--- config.mk ---
export PLATFORM = sky130hd
export DESIGN_NAME = vec_lane_alu
export DESIGN_NICKNAME = d
export VERILOG_FILES = /design/src/vec_pkg.sv /design/src/vec_lane_alu.sv
export VERILOG_INCLUDE_DIRS = /design/src
export SDC_FILE = /design/constraint.sdc
export NUM_CORES = 1
export LEC_CHECK = 0
export BUFFER_PORTS_ARGS = -buffer_cell sky130_fd_sc_hd__buf_2
export CAP_MARGIN = 20
export CORE_MARGIN = 3
export CORE_UTILIZATION = 40
export DETAILED_ROUTE_END_ITERATION = 12
export REMOVE_ABC_BUFFERS = 1
export SLEW_MARGIN = 40
export SYNTH_ARGS = -nofsm -noshare
export SYNTH_HDL_FRONTEND = slang
export SYNTH_SLANG_ARGS = --single-unit
--- constraint.sdc ---
create_clock -name CLK -period 6 [get_ports CLK]
set_input_delay 0.3 -clock CLK [delete_from_list [all_inputs] [get_ports CLK]]
set_output_delay 0.3 -clock CLK [all_outputs]
set_load 0.005 [all_outputs]
--- src/vec_defs.svh ---
//////////////////////////////////////////////////
// sizes for the two-lane vector slice
// offsets and vl share one width, so vl tops out at 64
//////////////////////////////////////////////////
`ifndef VEC_DEFS_SVH
`define VEC_DEFS_SVH

// register file geometry
`define VEC_NUM_REGS 32
`define VEC_REG_BITS 128
`define VEC_REG_IDX_BITS $clog2(`VEC_NUM_REGS)

// elements handled per cycle, widest element is one lane word
`define VEC_LANES 2
`define VEC_ELEM_BITS 32

// element offset and vl, 0 to 64
`define VEC_OFF_BITS 7

`endif

--- src/vec_pkg.sv ---
//////////////////////////////////////////////////
// element width and ALU op types
// sew codes equal log2 of the element size in bytes
//////////////////////////////////////////////////
`include "vec_defs.svh"

package vec_pkg;

  // code 3 is unused
  typedef enum logic [1:0] {
    sew8  = 2'd0,
    sew16 = 2'd1,
    sew32 = 2'd2
  } sew_t;

  typedef enum logic [2:0] {
    op_add = 3'd0,
    op_sub = 3'd1,
    op_and = 3'd2,
    op_or  = 3'd3,
    op_xor = 3'd4
  } valu_op_t;

  // keep only the low sew bits of a lane word
  function automatic logic [`VEC_ELEM_BITS-1:0] sew_trunc(input sew_t s,
      input logic [`VEC_ELEM_BITS-1:0] v);
    case (s)
      sew8:    return {{(`VEC_ELEM_BITS-8){1'b0}}, v[7:0]};
      sew16:   return {{(`VEC_ELEM_BITS-16){1'b0}}, v[15:0]};
      default: return v;
    endcase
  endfunction

endpackage

--- src/vec_lane_alu.sv ---
//////////////////////////////////////////////////
// two-lane integer ALU, results written one cycle after issue
// op and sew are read from the held instruction
//////////////////////////////////////////////////
`timescale 1ns/1ps
`include "vec_defs.svh"

module vec_lane_alu (
  input  logic                                        CLK,
  input  logic                                        nRST,
  input  logic                                        issue,
  input  logic                                        last,
  input  vec_pkg::valu_op_t                           op,
  input  vec_pkg::sew_t                               sew,
  input  logic                                        vm,
  input  logic [`VEC_OFF_BITS-1:0]                    vl,
  input  logic [`VEC_OFF_BITS-1:0]                    elem_off0,
  input  logic [`VEC_OFF_BITS-1:0]                    elem_off1,
  input  logic [`VEC_LANES-1:0][`VEC_ELEM_BITS-1:0]   vs1_data,
  input  logic [`VEC_LANES-1:0][`VEC_ELEM_BITS-1:0]   vs2_data,
  input  logic [`VEC_LANES-1:0]                       mask,
  output logic [`VEC_LANES-1:0]                       wen,
  output logic [`VEC_OFF_BITS-1:0]                    wr_off0,
  output logic [`VEC_OFF_BITS-1:0]                    wr_off1,
  output logic [`VEC_LANES-1:0][`VEC_ELEM_BITS-1:0]   w_data,
  output logic                                        done
);

  logic [`VEC_LANES-1:0]                     lane_en;
  logic [`VEC_LANES-1:0][`VEC_ELEM_BITS-1:0] a_q;
  logic [`VEC_LANES-1:0][`VEC_ELEM_BITS-1:0] b_q;
  logic                                      wb_last_q;

  // masked off lanes never reach the register file
  assign lane_en[0] = issue & (vm | mask[0]);
  // odd vl leaves lane 1 past the end on the final group
  assign lane_en[1] = issue & (vm | mask[1]) & (elem_off1 < vl);

  always_ff @(posedge CLK, negedge nRST) begin
    if (!nRST) begin
      wen       <= '0;
      wb_last_q <= 1'b0;
      done      <= 1'b0;
    end else begin
      wen       <= lane_en;
      wb_last_q <= issue & last;
      // vl=0 has no write-back, so done follows last directly
      done      <= wb_last_q | (last & ~issue);
    end
  end

  always_ff @(posedge CLK) begin
    if (issue) begin
      a_q     <= vs2_data;
      b_q     <= vs1_data;
      wr_off0 <= elem_off0;
      wr_off1 <= elem_off1;
    end
  end

  // vs2 op vs1
  always_comb begin
    for (int l = 0; l < `VEC_LANES; l++) begin
      case (op)
        vec_pkg::op_add: w_data[l] = a_q[l] + b_q[l];
        vec_pkg::op_sub: w_data[l] = a_q[l] - b_q[l];
        vec_pkg::op_and: w_data[l] = a_q[l] & b_q[l];
        vec_pkg::op_or:  w_data[l] = a_q[l] | b_q[l];
        vec_pkg::op_xor: w_data[l] = a_q[l] ^ b_q[l];
        default:         w_data[l] = '0;
      endcase
      // carries and borrows above sew are dropped
      w_data[l] = vec_pkg::sew_trunc(sew, w_data[l]);
    end
  end

endmodule

==> impl_metrics.tcl <==
set metrics [dict create \
    worstMarginPinSlew_ns 0.8309 \
    crit_arrival_ns 5.42 \
    drt-total-wl_um 38060 \
    cp-end-kind "primary output" \
    ys_ff_latch 146 \
    place_ws_ns 0.7023 \
    clk_pin_slew_ns 0.08 \
    status "finished, final reports clean" \
    maxCapViolations 0 \
    placed_area_mm2 0.01466 \
    grt_pass1_wl_um 59510 \
    max_freq_ghz 0.1747 \
    drc 0 \
    synth_edf_count 142 \
    tns_ns 0 \
    cts_sinks 146 \
    post-route-util_pct 50.33 \
    wirelength_met1_um 16620 \
    grt_pass1_vias 11470 \
    critPathKind "reg2out" \
    drive_above_1_share_pct 18.69 \
    leakage_nw 7.335 \
    dieWidth_um 186.3 \
    report.final.hold_viol_count 0 \
    core_area_mm2 0.03180 \
    yosysSeqAreaShare_pct 33.58 \
    routabilityCongestion 0.8684 \
    setup_violations 0 \
    die_height_um 186.3 \
    pwr_density_cell_mw_per_mm2 233.1 \
    die-area_mm2 0.03469 \
    pin_count 242 \
    synth_cell_types 68 \
    wl_per_cell_um 17.86 \
    power.total_mw 3.731 \
    layout_min_cycle_time_ns 5.725 \
    numCtsBuffers 17 \
    io_buffers 241 \
    synth_flop_cell "edfxtp_1" \
    synth_area_leaders "edfxtp_1 (33%), ha_1 (19%), xnor2_1 (5.8%), inv_1 (4.9%), a21oi_1 (4.3%)" \
    area_delta_synth_final_pct 23.14 \
    finClkSkew_ns 0.0009051 \
    antenna_found_initial 0 \
    slew_headroom_pct 44.35 \
    diodes 0 \
    start_util_pct 40.87 \
    dr.max_layer_used "met4" \
    htreeDepth 4 \
    cts.path.max_buffers 2 \
    grt-ovfl-total 0 \
    vias 11430 \
    setup_slack_ns 0.2750 \
    crit_path_start_kind "flop" \
    cts_tree "built" \
    netlist_area_mm2 0.01300 \
    min_path_type "in2reg" \
    gr-usage-all-layers_pct 21.80 \
    netlist.area_leader.share_pct 32.81 \
    yosysWarnings 0 \
    stdcell_count 2131 \
    synthArstFlopShare_pct 2.740 \
    cts_root_buf "clkbuf_16" \
    peakVddDrop_uv 212.5 \
    dp_cells 2028 \
    syn_area_per_cell_um2 9.296 \
    cp_max_fo 8 \
    final_antenna_net_count 0 \
    hold_slack_ns 0.02025 \
    wl_met3_um 1923 \
    nets 2044 \
    period_share_pct 95.42 \
    critical_path_required_ns 5.70 \
    firstDrtPassIters 5 \
    synth_top_area_cell "edfxtp_1" \
    hpwlAfterDp_um 28270 \
    clock_latency_ns 0.45 \
    avgViaCountPerCell 5.364 \
    grt_max_degree 61 \
    fin_area_mm2 0.01600 \
    first_iter_violations 699 \
    maxSlewViolCount 0 \
    synth_cells 1398 \
    core.rowCount 65 \
    wl_met2_um 18600 \
]
-- state kept, by name, indices dropped and copies added (netlist names) --
| name | cells |
|---|---|
| wen | 2 |
| wr_off1 | 7 |
| a_q | 64 |
| done | 1 |
| b_q | 64 |
| wb_last_q | 1 |
| wr_off0 | 7 |
-- layout make-up --
type | count | area (um2)
clock buffer | 17 | 425.4
clock inverter | 15 | 191.4
fill | 2968 | 15800
inverter | 168 | 630.6
multi-input combinational | 1022 | 7802
sequential | 146 | 4364
tap | 435 | 544.3
timing repair buffer | 328 | 2046
-- per-layer routing --
metal | vias to the layer above | track usage (%)
met3 | 53 | 4.337
met1 | 5405 | 27.25
met5 | - | 0
met4 | 0 | 7.030
li1 | 5641 | -
met2 | 332 | 37.90
-- synth_stat cells (all sizes together) (6+ instances only) --
master / count
ha: 198
inv: 168
edfxtp: 142
a21oi: 111
nor2: 110
xnor2: 87
o21ai: 64
nand2: 60
clkbuf: 55
a211oi: 28
a21o: 28
a222oi: 24
mux2i: 24
nor3: 24
nand3: 23
xor2: 22
o22ai: 19
nand2b: 16
a31oi: 14
o31ai: 13
a22oi: 12
o21a: 11
nor4: 10
and3: 9
nand4: 9
nor2b: 9
o21bai: 9
buf: 7
o31a: 7
or3: 7
or4: 7
a41oi: 6
and2: 6
-- final timing paths --
kind / cells past startpoint / end / slack (ns) / start
worst max-delay path: 18 / w_data[31] / 0.28 / b_q[4]$_DFFE_PP_
worst min-delay path: 1 / b_q[9]$_DFFE_PP_ / 0.02 / vs1_data[9]
worst max register to register: 1 / done$_DFF_PN0_ / 5.37 / wb_last_q$_DFF_PN0_
worst min register to register: 1 / done$_DFF_PN0_ / 0.45 / wb_last_q$_DFF_PN0_
max in group asynchronous: 2 / wen[1]$_DFF_PN0_ / 5.71 / nRST
min in group asynchronous: 2 / done$_DFF_PN0_ / 0.17 / nRST
-- worst max-delay path, cell delays in order, from the launching register on --
cell	delay, ns
edfxtp_1	0.45
or3_4	0.43
or3b_1	0.40
or3_1	0.43
nand2b_4	0.19
or4_4	0.48
o21ai_1	0.17
xnor2_1	0.14
ha_1	0.36
a21oi_2	0.23
o21bai_1	0.08
a21o_1	0.20
a21o_1	0.17
a21o_1	0.20
a31o_2	0.25
a41oi_1	0.20
mux2i_1	0.24
o221ai_1	0.17
buf_2	0.18
-- report_power, final --
part,leakage [nW],switching [mW],internal [mW]
logic,5.60,0.722,0.569
clock network,0.297,0.512,0.634
registers,1.44,0.0824,1.21
total,7.34,1.32,2.42
-- placed cells by master, fill, tap and decap left out, types with 13 or more instances in the layout --
cell	synthesis	layout
inv_1	168	168
xor2_1	22	22
buf_4	0	17
nand3_1	23	23
o31ai_1	13	13
a21oi_1	111	110
a31oi_1	13	13
nor3_1	24	24
nor2_1	110	109
edfxtp_1	142	142
ha_1	198	198
o22ai_1	19	19
a21o_1	28	28
nand2_1	59	58
a222oi_1	24	24
buf_2	0	239
clkbuf_16	0	17
o21ai_0	51	51
mux2i_1	24	24
nand2b_1	15	15
a211oi_1	28	28
xnor2_1	86	86
dlygate4sd3_1	0	71
-- cell families after synthesis --
group / synth area share [%]
adder cells (fa/ha/maj): 19.37
AND/OR/NAND/NOR: 11.54
multiplexers: 1.848
buffers and inverters: 6.643
AO/OA/AOI/OAI: 19.61
XOR/XNOR: 7.403
flip-flops: 33.58
-- timing repair --
action | in CTS | in global routing
hold endpoints to repair | 74 | 0
hold buffers | 71 | 0
buffers inserted | 0 | 0
endpoints found under the setup margin | 0 | 3
resized for setup | 0 | 2
Note: power is estimated with default switching activity, not from simulation.
