$ cat config.mk
export PLATFORM = sky130hd
export DESIGN_NAME = vec_elem_seq
export DESIGN_NICKNAME = d
export VERILOG_FILES = /design/src/vec_pkg.sv /design/src/vec_elem_seq.sv
export VERILOG_INCLUDE_DIRS = /design/src
export SDC_FILE = /design/constraint.sdc
export NUM_CORES = 1
export LEC_CHECK = 0
export ABC_AREA = 1
export BUFFER_PORTS_ARGS = -buffer_cell sky130_fd_sc_hd__clkbuf_2
export CAP_MARGIN = 20
export CORE_ASPECT_RATIO = 1.1
export CORE_MARGIN = 5
export CORE_UTILIZATION = 41
export DETAILED_ROUTE_END_ITERATION = 16
export GPL_ROUTABILITY_DRIVEN = 0
export GPL_TIMING_DRIVEN = 0
export PLACE_DENSITY = 0.83
export SLEW_MARGIN = 30
export SYNTH_ARGS = -nofsm -noshare
export SYNTH_HDL_FRONTEND = slang
export SYNTH_SLANG_ARGS = --single-unit
$ cat constraint.sdc
create_clock -name CLK -period 1.9 [get_ports CLK]
set_input_delay 0.38 -clock CLK [delete_from_list [all_inputs] [get_ports CLK]]
set_output_delay 0.38 -clock CLK [all_outputs]
set_load 0.05 [all_outputs]
$ cat src/vec_defs.svh
//////////////////////////////////////////////////
// sizes for the two-lane vector slice
// offsets and vl share one width, so vl tops out at 64
//////////////////////////////////////////////////
`ifndef VEC_DEFS_SVH
`define VEC_DEFS_SVH

// register file geometry
`define VEC_NUM_REGS 32
`define VEC_REG_BITS 128
`define VEC_REG_IDX_BITS $clog2(`VEC_NUM_REGS)

// elements handled per cycle, widest element is one lane word
`define VEC_LANES 2
`define VEC_ELEM_BITS 32

// element offset and vl, 0 to 64
`define VEC_OFF_BITS 7

`endif

$ cat src/vec_pkg.sv
//////////////////////////////////////////////////
// element width and ALU op types
// sew codes equal log2 of the element size in bytes
//////////////////////////////////////////////////
`include "vec_defs.svh"

package vec_pkg;

  // code 3 is unused
  typedef enum logic [1:0] {
    sew8  = 2'd0,
    sew16 = 2'd1,
    sew32 = 2'd2
  } sew_t;

  typedef enum logic [2:0] {
    op_add = 3'd0,
    op_sub = 3'd1,
    op_and = 3'd2,
    op_or  = 3'd3,
    op_xor = 3'd4
  } valu_op_t;

  // keep only the low sew bits of a lane word
  function automatic logic [`VEC_ELEM_BITS-1:0] sew_trunc(input sew_t s,
      input logic [`VEC_ELEM_BITS-1:0] v);
    case (s)
      sew8:    return {{(`VEC_ELEM_BITS-8){1'b0}}, v[7:0]};
      sew16:   return {{(`VEC_ELEM_BITS-16){1'b0}}, v[15:0]};
      default: return v;
    endcase
  endfunction

endpackage

$ cat src/vec_elem_seq.sv
//////////////////////////////////////////////////
// walks element offsets two per cycle up to vl
// instruction fields are held until the next start
//////////////////////////////////////////////////
`timescale 1ns/1ps
`include "vec_defs.svh"

module vec_elem_seq (
  input  logic                           CLK,
  input  logic                           nRST,
  input  logic                           start,
  input  vec_pkg::valu_op_t              op,
  input  vec_pkg::sew_t                  sew,
  input  logic [`VEC_OFF_BITS-1:0]       vl,
  input  logic [`VEC_REG_IDX_BITS-1:0]   vd,
  input  logic [`VEC_REG_IDX_BITS-1:0]   vs1,
  input  logic [`VEC_REG_IDX_BITS-1:0]   vs2,
  input  logic                           vm,
  input  logic                           done,
  output logic                           busy,
  output logic                           issue,
  output logic                           last,
  output logic [`VEC_OFF_BITS-1:0]       elem_off0,
  output logic [`VEC_OFF_BITS-1:0]       elem_off1,
  output vec_pkg::valu_op_t              cur_op,
  output vec_pkg::sew_t                  cur_sew,
  output logic [`VEC_OFF_BITS-1:0]       cur_vl,
  output logic [`VEC_REG_IDX_BITS-1:0]   cur_vd,
  output logic [`VEC_REG_IDX_BITS-1:0]   cur_vs1,
  output logic [`VEC_REG_IDX_BITS-1:0]   cur_vs2,
  output logic                           cur_vm
);

  logic                     busy_q;
  logic                     issue_q;
  logic                     empty_q;
  logic [`VEC_OFF_BITS-1:0] off_q;
  logic [`VEC_OFF_BITS-1:0] next_off;

  assign next_off  = off_q + `VEC_OFF_BITS'(`VEC_LANES);
  assign issue     = issue_q;
  assign elem_off0 = off_q;
  assign elem_off1 = off_q + `VEC_OFF_BITS'(1);

  // an empty instruction still signals last once so the ALU can finish it
  assign last = (issue_q & (next_off >= cur_vl)) | empty_q;

  // busy drops in the same cycle as done
  assign busy = busy_q & ~done;

  always_ff @(posedge CLK, negedge nRST) begin
    if (!nRST) begin
      busy_q  <= 1'b0;
      issue_q <= 1'b0;
      empty_q <= 1'b0;
      off_q   <= '0;
    end else begin
      empty_q <= 1'b0;
      if (start && !busy) begin
        busy_q  <= 1'b1;
        issue_q <= (vl != '0);
        empty_q <= (vl == '0);
        off_q   <= '0;
      end else begin
        if (done) begin
          busy_q <= 1'b0;
        end
        if (issue_q) begin
          off_q <= next_off;
          if (last) begin
            issue_q <= 1'b0;
          end
        end
      end
    end
  end

  // captured instruction
  always_ff @(posedge CLK) begin
    if (start && !busy) begin
      cur_op  <= op;
      cur_sew <= sew;
      cur_vl  <= vl;
      cur_vd  <= vd;
      cur_vs1 <= vs1;
      cur_vs2 <= vs2;
      cur_vm  <= vm;
    end
  end

endmodule

==> impl_metrics.tcl, run 1 <==
set metrics [dict create \
    fin_ws_ps -654 \
    hold_start "vs2[4]" \
    wire_per_inst_um 12.5 \
    rsz0062_at_grt "yes" \
    worstMarginPinSlew_ps 853 \
    design_area_um2 2280 \
    crit_path_end_kind "output pin" \
    dr.max_layer_used "met4" \
    syn_area_um2 1560 \
    drt_pass1_iterations 4 \
    htreeDepth 2 \
    boundaryPins 77 \
    syn_area_per_cell_um2 12.0 \
    core_area_um2 3650 \
    synth_seq_cells 37 \
    ant_nets 0 \
    initial_core_util 0.428 \
    setup_tns_ps -664 \
    root_buffer "clkbuf_8" \
    grt_pass1_vias 1316 \
    layout_min_cycle_time_ps 2550 \
    grt_pass1_wl_um 5510 \
    wl_met2_um 1670 \
    finalCritPeriodShare 1.34 \
    crit_type "reg -> out" \
    post-route-drc-count 0 \
    clockBufferDepth 2 \
    rr_startpoint "elem_off0[2]" \
    clk_pin_slew_ps 70 \
    clock-sinks 37 \
    outcome "finished, violations left" \
    cp_max_fo 5 \
    relSlewSlack 0.430 \
    syn_nets 169 \
    ys_warn_count 0 \
    yosysSeqAreaShare 0.682 \
    synthCells 130 \
    postLayoutCoreUtil 0.623 \
    drt_iter0_markers 75 \
    cts_tree "built" \
    clock.fmax_ghz 0.392 \
    drive_gt1_frac 0.529 \
    die_h_um 74.8 \
    avgViaCountPerCell 4.45 \
    start_kind "register" \
    violations "setup timing" \
    maxCapViolations 0 \
    reg2reg_slack_ps -10 \
    diodes 0 \
    setup_viol 2 \
    drv_slew 0 \
    die_area_um2 5150 \
    power_density_nw_per_um2 1070 \
    cts-buffers-inserted 5 \
    total_power_mw 2.43 \
    leakage_nw 1.13 \
    grt-ovfl-total 0 \
    crit_start "elem_off0[2]" \
    numPortBuffers 74 \
    grt_use_total 0.148 \
    nNetsFinal 261 \
    layout_commonest_cell "clkbuf_2" \
    grt_max_degree 32 \
    critPathRequiredTime_ps 1520 \
    met1_length_um 1220 \
    postPlaceCellArea_um2 2030 \
    met3_length_um 471 \
    hold_viol 0 \
    dp_hpwl_um 2530 \
    hold_class "in -> reg" \
    ir_drop_mv 0.596 \
    critPathArrivalTime_ps 2170 \
    skew_ps 2.26 \
    antenna_found_initial 0 \
    wl_um 3420 \
    ys_types 24 \
    rows 23 \
    die_w_um 68.9 \
    vias 1215 \
    clk_latency_ps 280 \
    synthToLayoutAreaGrowth_pct 45.7 \
    layout_common_cells "clkbuf_2, edfxtp_1, inv_1, nand2_1, buf_4" \
    holdWs_ps 270 \
]
[flip-flops by register name (all words and copies together) (netlist names)]
signal / cells
cur_vm: 1
cur_vs1: 5
cur_vl: 7
cur_sew: 2
cur_vd: 5
cur_op: 3
busy_q: 1
cur_vs2: 5
empty_q: 1
issue: 1
elem_off0: 6
[worst paths after layout]
path                       cells past startpoint      endpoint
max                                           12          last
min                                            1    cur_vs2[4]
max reg2reg                                   12         issue
min reg2reg                                    2        busy_q
max in group asynchronous                      2  elem_off0[4]
min in group asynchronous                      2  elem_off0[6]
[critical path, stage by stage, from the launching register on]
cell	delay, ps
dfrtp_2	460
ha_4	180
nand3_2	80
xor2_2	170
inv_1	60
ha_1	300
nand2_2	80
nor2_1	40
nand2_1	60
nor2_2	40
nor2_2	190
o21ai_4	70
buf_8	150
[kinds of logic after synthesis]
logic type / share of synthesized area
flip-flops: 0.682
other: 0.00480
buffers and inverters: 0.0888
AND/OR/NAND/NOR: 0.126
AO/OA/AOI/OAI: 0.0320
XOR/XNOR: 0.0112
adder cells (fa/ha/maj): 0.0560
[per-layer routing]
layer / up-vias / GRT usage
li1: 596 / -
met1: 547 / 0.149
met2: 68 / 0.244
met3: 4 / 0.0821
met4: 0 / 0.0758
met5: - / 0
[through the flow]
step                      cells  worst slack [ps]
after floorplan             130              -464
after global placement      254              -524
after detailed placement    254              -532
after CTS                   272              -695
after global routing        273              -793
final                       273              -654
[final cells by class]
cell class / count / area [um2]
Fill cell: 295 / 1380
Sequential cell: 37 / 1070
Timing Repair Buffer: 85 / 465
Multi-Input combinational cell: 60 / 429
Inverter: 25 / 93.8
Clock buffer: 5 / 68.8
Tap cell: 50 / 62.6
Buffer: 8 / 45.0
Clock inverter: 3 / 41.3
[cells in the mapped netlist, drive strengths merged]
master / count / share of area
edfxtp: 28 / 0.54
o22ai: 3 / 0.016
inv: 25 / 0.060
nor3: 1 / 0.0032
clkbuf: 4 / 0.0096
o21ai: 4 / 0.013
a21oi: 1 / 0.0032
dfrtp: 9 / 0.14
nand2: 22 / 0.056
ha: 7 / 0.056
xor2: 2 / 0.011
conb: 2 / 0.0048
nand4: 2 / 0.012
or3: 1 / 0.0040
nand3: 4 / 0.013
nor2: 10 / 0.034
or2: 1 / 0.0040
buf: 4 / 0.019
[where the power goes]
part,switching [mW],internal (mW)
logic,0.523,0.241
clock network,0.271,0.386
registers,0.0633,0.946
[what timing repair did]
item | in CTS | in global routing
setup endpoints to repair | 2 | 2
hold buffers | 1 | 0
buffers inserted | 9 | 1
pin swaps | 8 | 4
endpoints found under the hold margin | 9 | 0
gates resized for setup | 4 | 8
No activity file was read; power rests on OpenSTA's default activity.
==> run 2: changes to the inputs <==
==> constraint.sdc (replaced) <==
create_clock -name CLK -period 1.9 [get_ports CLK]
set_input_delay 0.38 -clock CLK [delete_from_list [all_inputs] [get_ports CLK]]
set_output_delay 0.38 -clock CLK [all_outputs]
set_load 0.01 [all_outputs]
==> run 2 against run 1 <==
Compared with the run above:
- the run still ends with setup timing left
- wire length decreased by 4.2%
- global-route usage decreased by 0.55 points
- register-to-register slack improved by 80 ps
- largest power group unchanged
- core utilization decreased by 1.5 points
==> impl_metrics.tcl, run 2 (synthesized netlist as in run 1, its figures left out) <==
set metrics [dict create \
    holdWs_ps 266 \
    drive_gt1_frac 0.505 \
    wl_um 3270 \
    htreeDepth 2 \
    maxCapViolations 0 \
    design_area_um2 2220 \
    setup_tns_ps -605 \
    vias 1184 \
    ant_nets 0 \
    wl_met2_um 1560 \
    grt_use_total 0.142 \
    skew_ps 6.58 \
    ir_drop_mv 0.635 \
    avgViaCountPerCell 4.42 \
    power_density_nw_per_um2 973 \
    r2r_cells 12 \
    drt_iter0_markers 49 \
    fin_ws_ps -605 \
    cts-buffers-inserted 5 \
    rsz0062_at_grt "yes" \
    drt_pass1_iterations 4 \
    core_area_um2 3650 \
    met3_length_um 504 \
    grt_max_degree 32 \
    violations "setup timing" \
    wire_per_inst_um 12.2 \
    grt-ovfl-total 0 \
    numPortBuffers 74 \
    post-route-drc-count 0 \
    clk_pin_slew_ps 80 \
    critPathArrivalTime_ps 2120 \
    die_h_um 74.8 \
    cp_max_fo 4 \
    clock-sinks 37 \
    dr.max_layer_used "met4" \
    worstPathCellList "ha_4, nand3_4, xor2_2, inv_1, ha_1, nand2_1, nor2_1, nand2_1, nor2_2, nor2_2, o21ai_2, buf_2" \
    total_power_mw 2.17 \
    finalCritPeriodShare 1.32 \
    rows 23 \
    grt_pass1_wl_um 5220 \
    antenna_found_initial 0 \
    drv_slew 0 \
    postPlaceCellArea_um2 2020 \
    met1_length_um 1190 \
    cts_tree "built" \
    worstMarginPinSlew_ps 839 \
    layout_min_cycle_time_ps 2500 \
    clk_latency_ps 290 \
    start_kind "register" \
    crit_cells 12 \
    synthToLayoutAreaGrowth_pct 42.2 \
    die_w_um 68.9 \
    crit_type "reg -> out" \
    nNetsFinal 256 \
    boundaryPins 77 \
    die_area_um2 5150 \
    clock.fmax_ghz 0.399 \
    diodes 0 \
    dp_hpwl_um 2480 \
    initial_core_util 0.428 \
    leakage_nw 1.11 \
    critPathBufInv 2 \
    whs_path_depth 1 \
    root_buffer "clkbuf_8" \
    hold_viol 0 \
    critPathTopFamily "flip-flops" \
    critPathRequiredTime_ps 1520 \
    top_register "cur_vl" \
    slowest_delay_ps 470 \
    largest_reg_flops 7 \
    relSlewSlack 0.439 \
    clockBufferDepth 2 \
    critPathSlowestCell "dfrtp_2" \
    grt_pass1_vias 1205 \
    layout_commonest_cell "clkbuf_2" \
    outcome "finished, violations left" \
    crit_path_end_kind "output pin" \
    layout_common_cells "clkbuf_2, edfxtp_1, inv_1, nand2_1, buf_4" \
    setup_viol 1 \
    hold_class "in -> reg" \
]
[run 2: cell count changes in the layout (fill, tap and decap cells not counted), sizes merged]
cell  change
buf       -5
[run 2: power by group]
part	total, mW	internal, mW	switching (mW)
registers	1.01	0.946	0.0606
clock network	0.664	0.386	0.278
logic	0.495	0.239	0.256
[run 2: layer usage]
metal / track usage / vias to the layer above
met5: 0 / -
met4: 0.0584 / 0
li1: - / 583
met3: 0.0970 / 2
met1: 0.150 / 531
met2: 0.222 / 68
[run 2: area by class of cell]
cell class                 count  area [um2]
inverter                      25        93.8
clock buffer                   5        68.8
timing repair buffer          80         418
clock inverter                 3        41.3
sequential                    37        1070
tap                           50        62.6
fill                         315        1430
buffer                         8        45.0
multi-input combinational     60         424
[run 2: final timing paths]
| kind | start | end | slack [ps] |
|---|---|---|---|
| worst max-delay path | elem_off0[1] | last | -600 |
| worst min-delay path | vs1[3] | cur_vs1[3] | 270 |
| worst max register to register | elem_off0[1] | issue | 70 |
| worst min register to register | busy_q | busy_q | 480 |
| max in group asynchronous | nRST | elem_off0[3] | 1190 |
| min in group asynchronous | nRST | elem_off0[6] | 490 |
[run 2: what timing repair did]
action                                  4_1_cts  5_1_grt
pin swaps                                     0        2
resized for setup                             0        9
endpoints found under the setup margin        1        2
hold buffers                                  1        0
buffers inserted                              2        3
hold endpoints to repair                      9        0
[run 2: per-stage QoR]
step / std cells / worst slack, ps / utilization
2_1_floorplan: 130 / -128 / -
3_3_place_gp: 254 / -313 / 0.553
3_5_place_dp: 254 / -344 / 0.553
4_1_cts: 265 / -645 / 0.590
5_1_grt: 268 / -762 / 0.609
6_report: 268 / -605 / 0.609
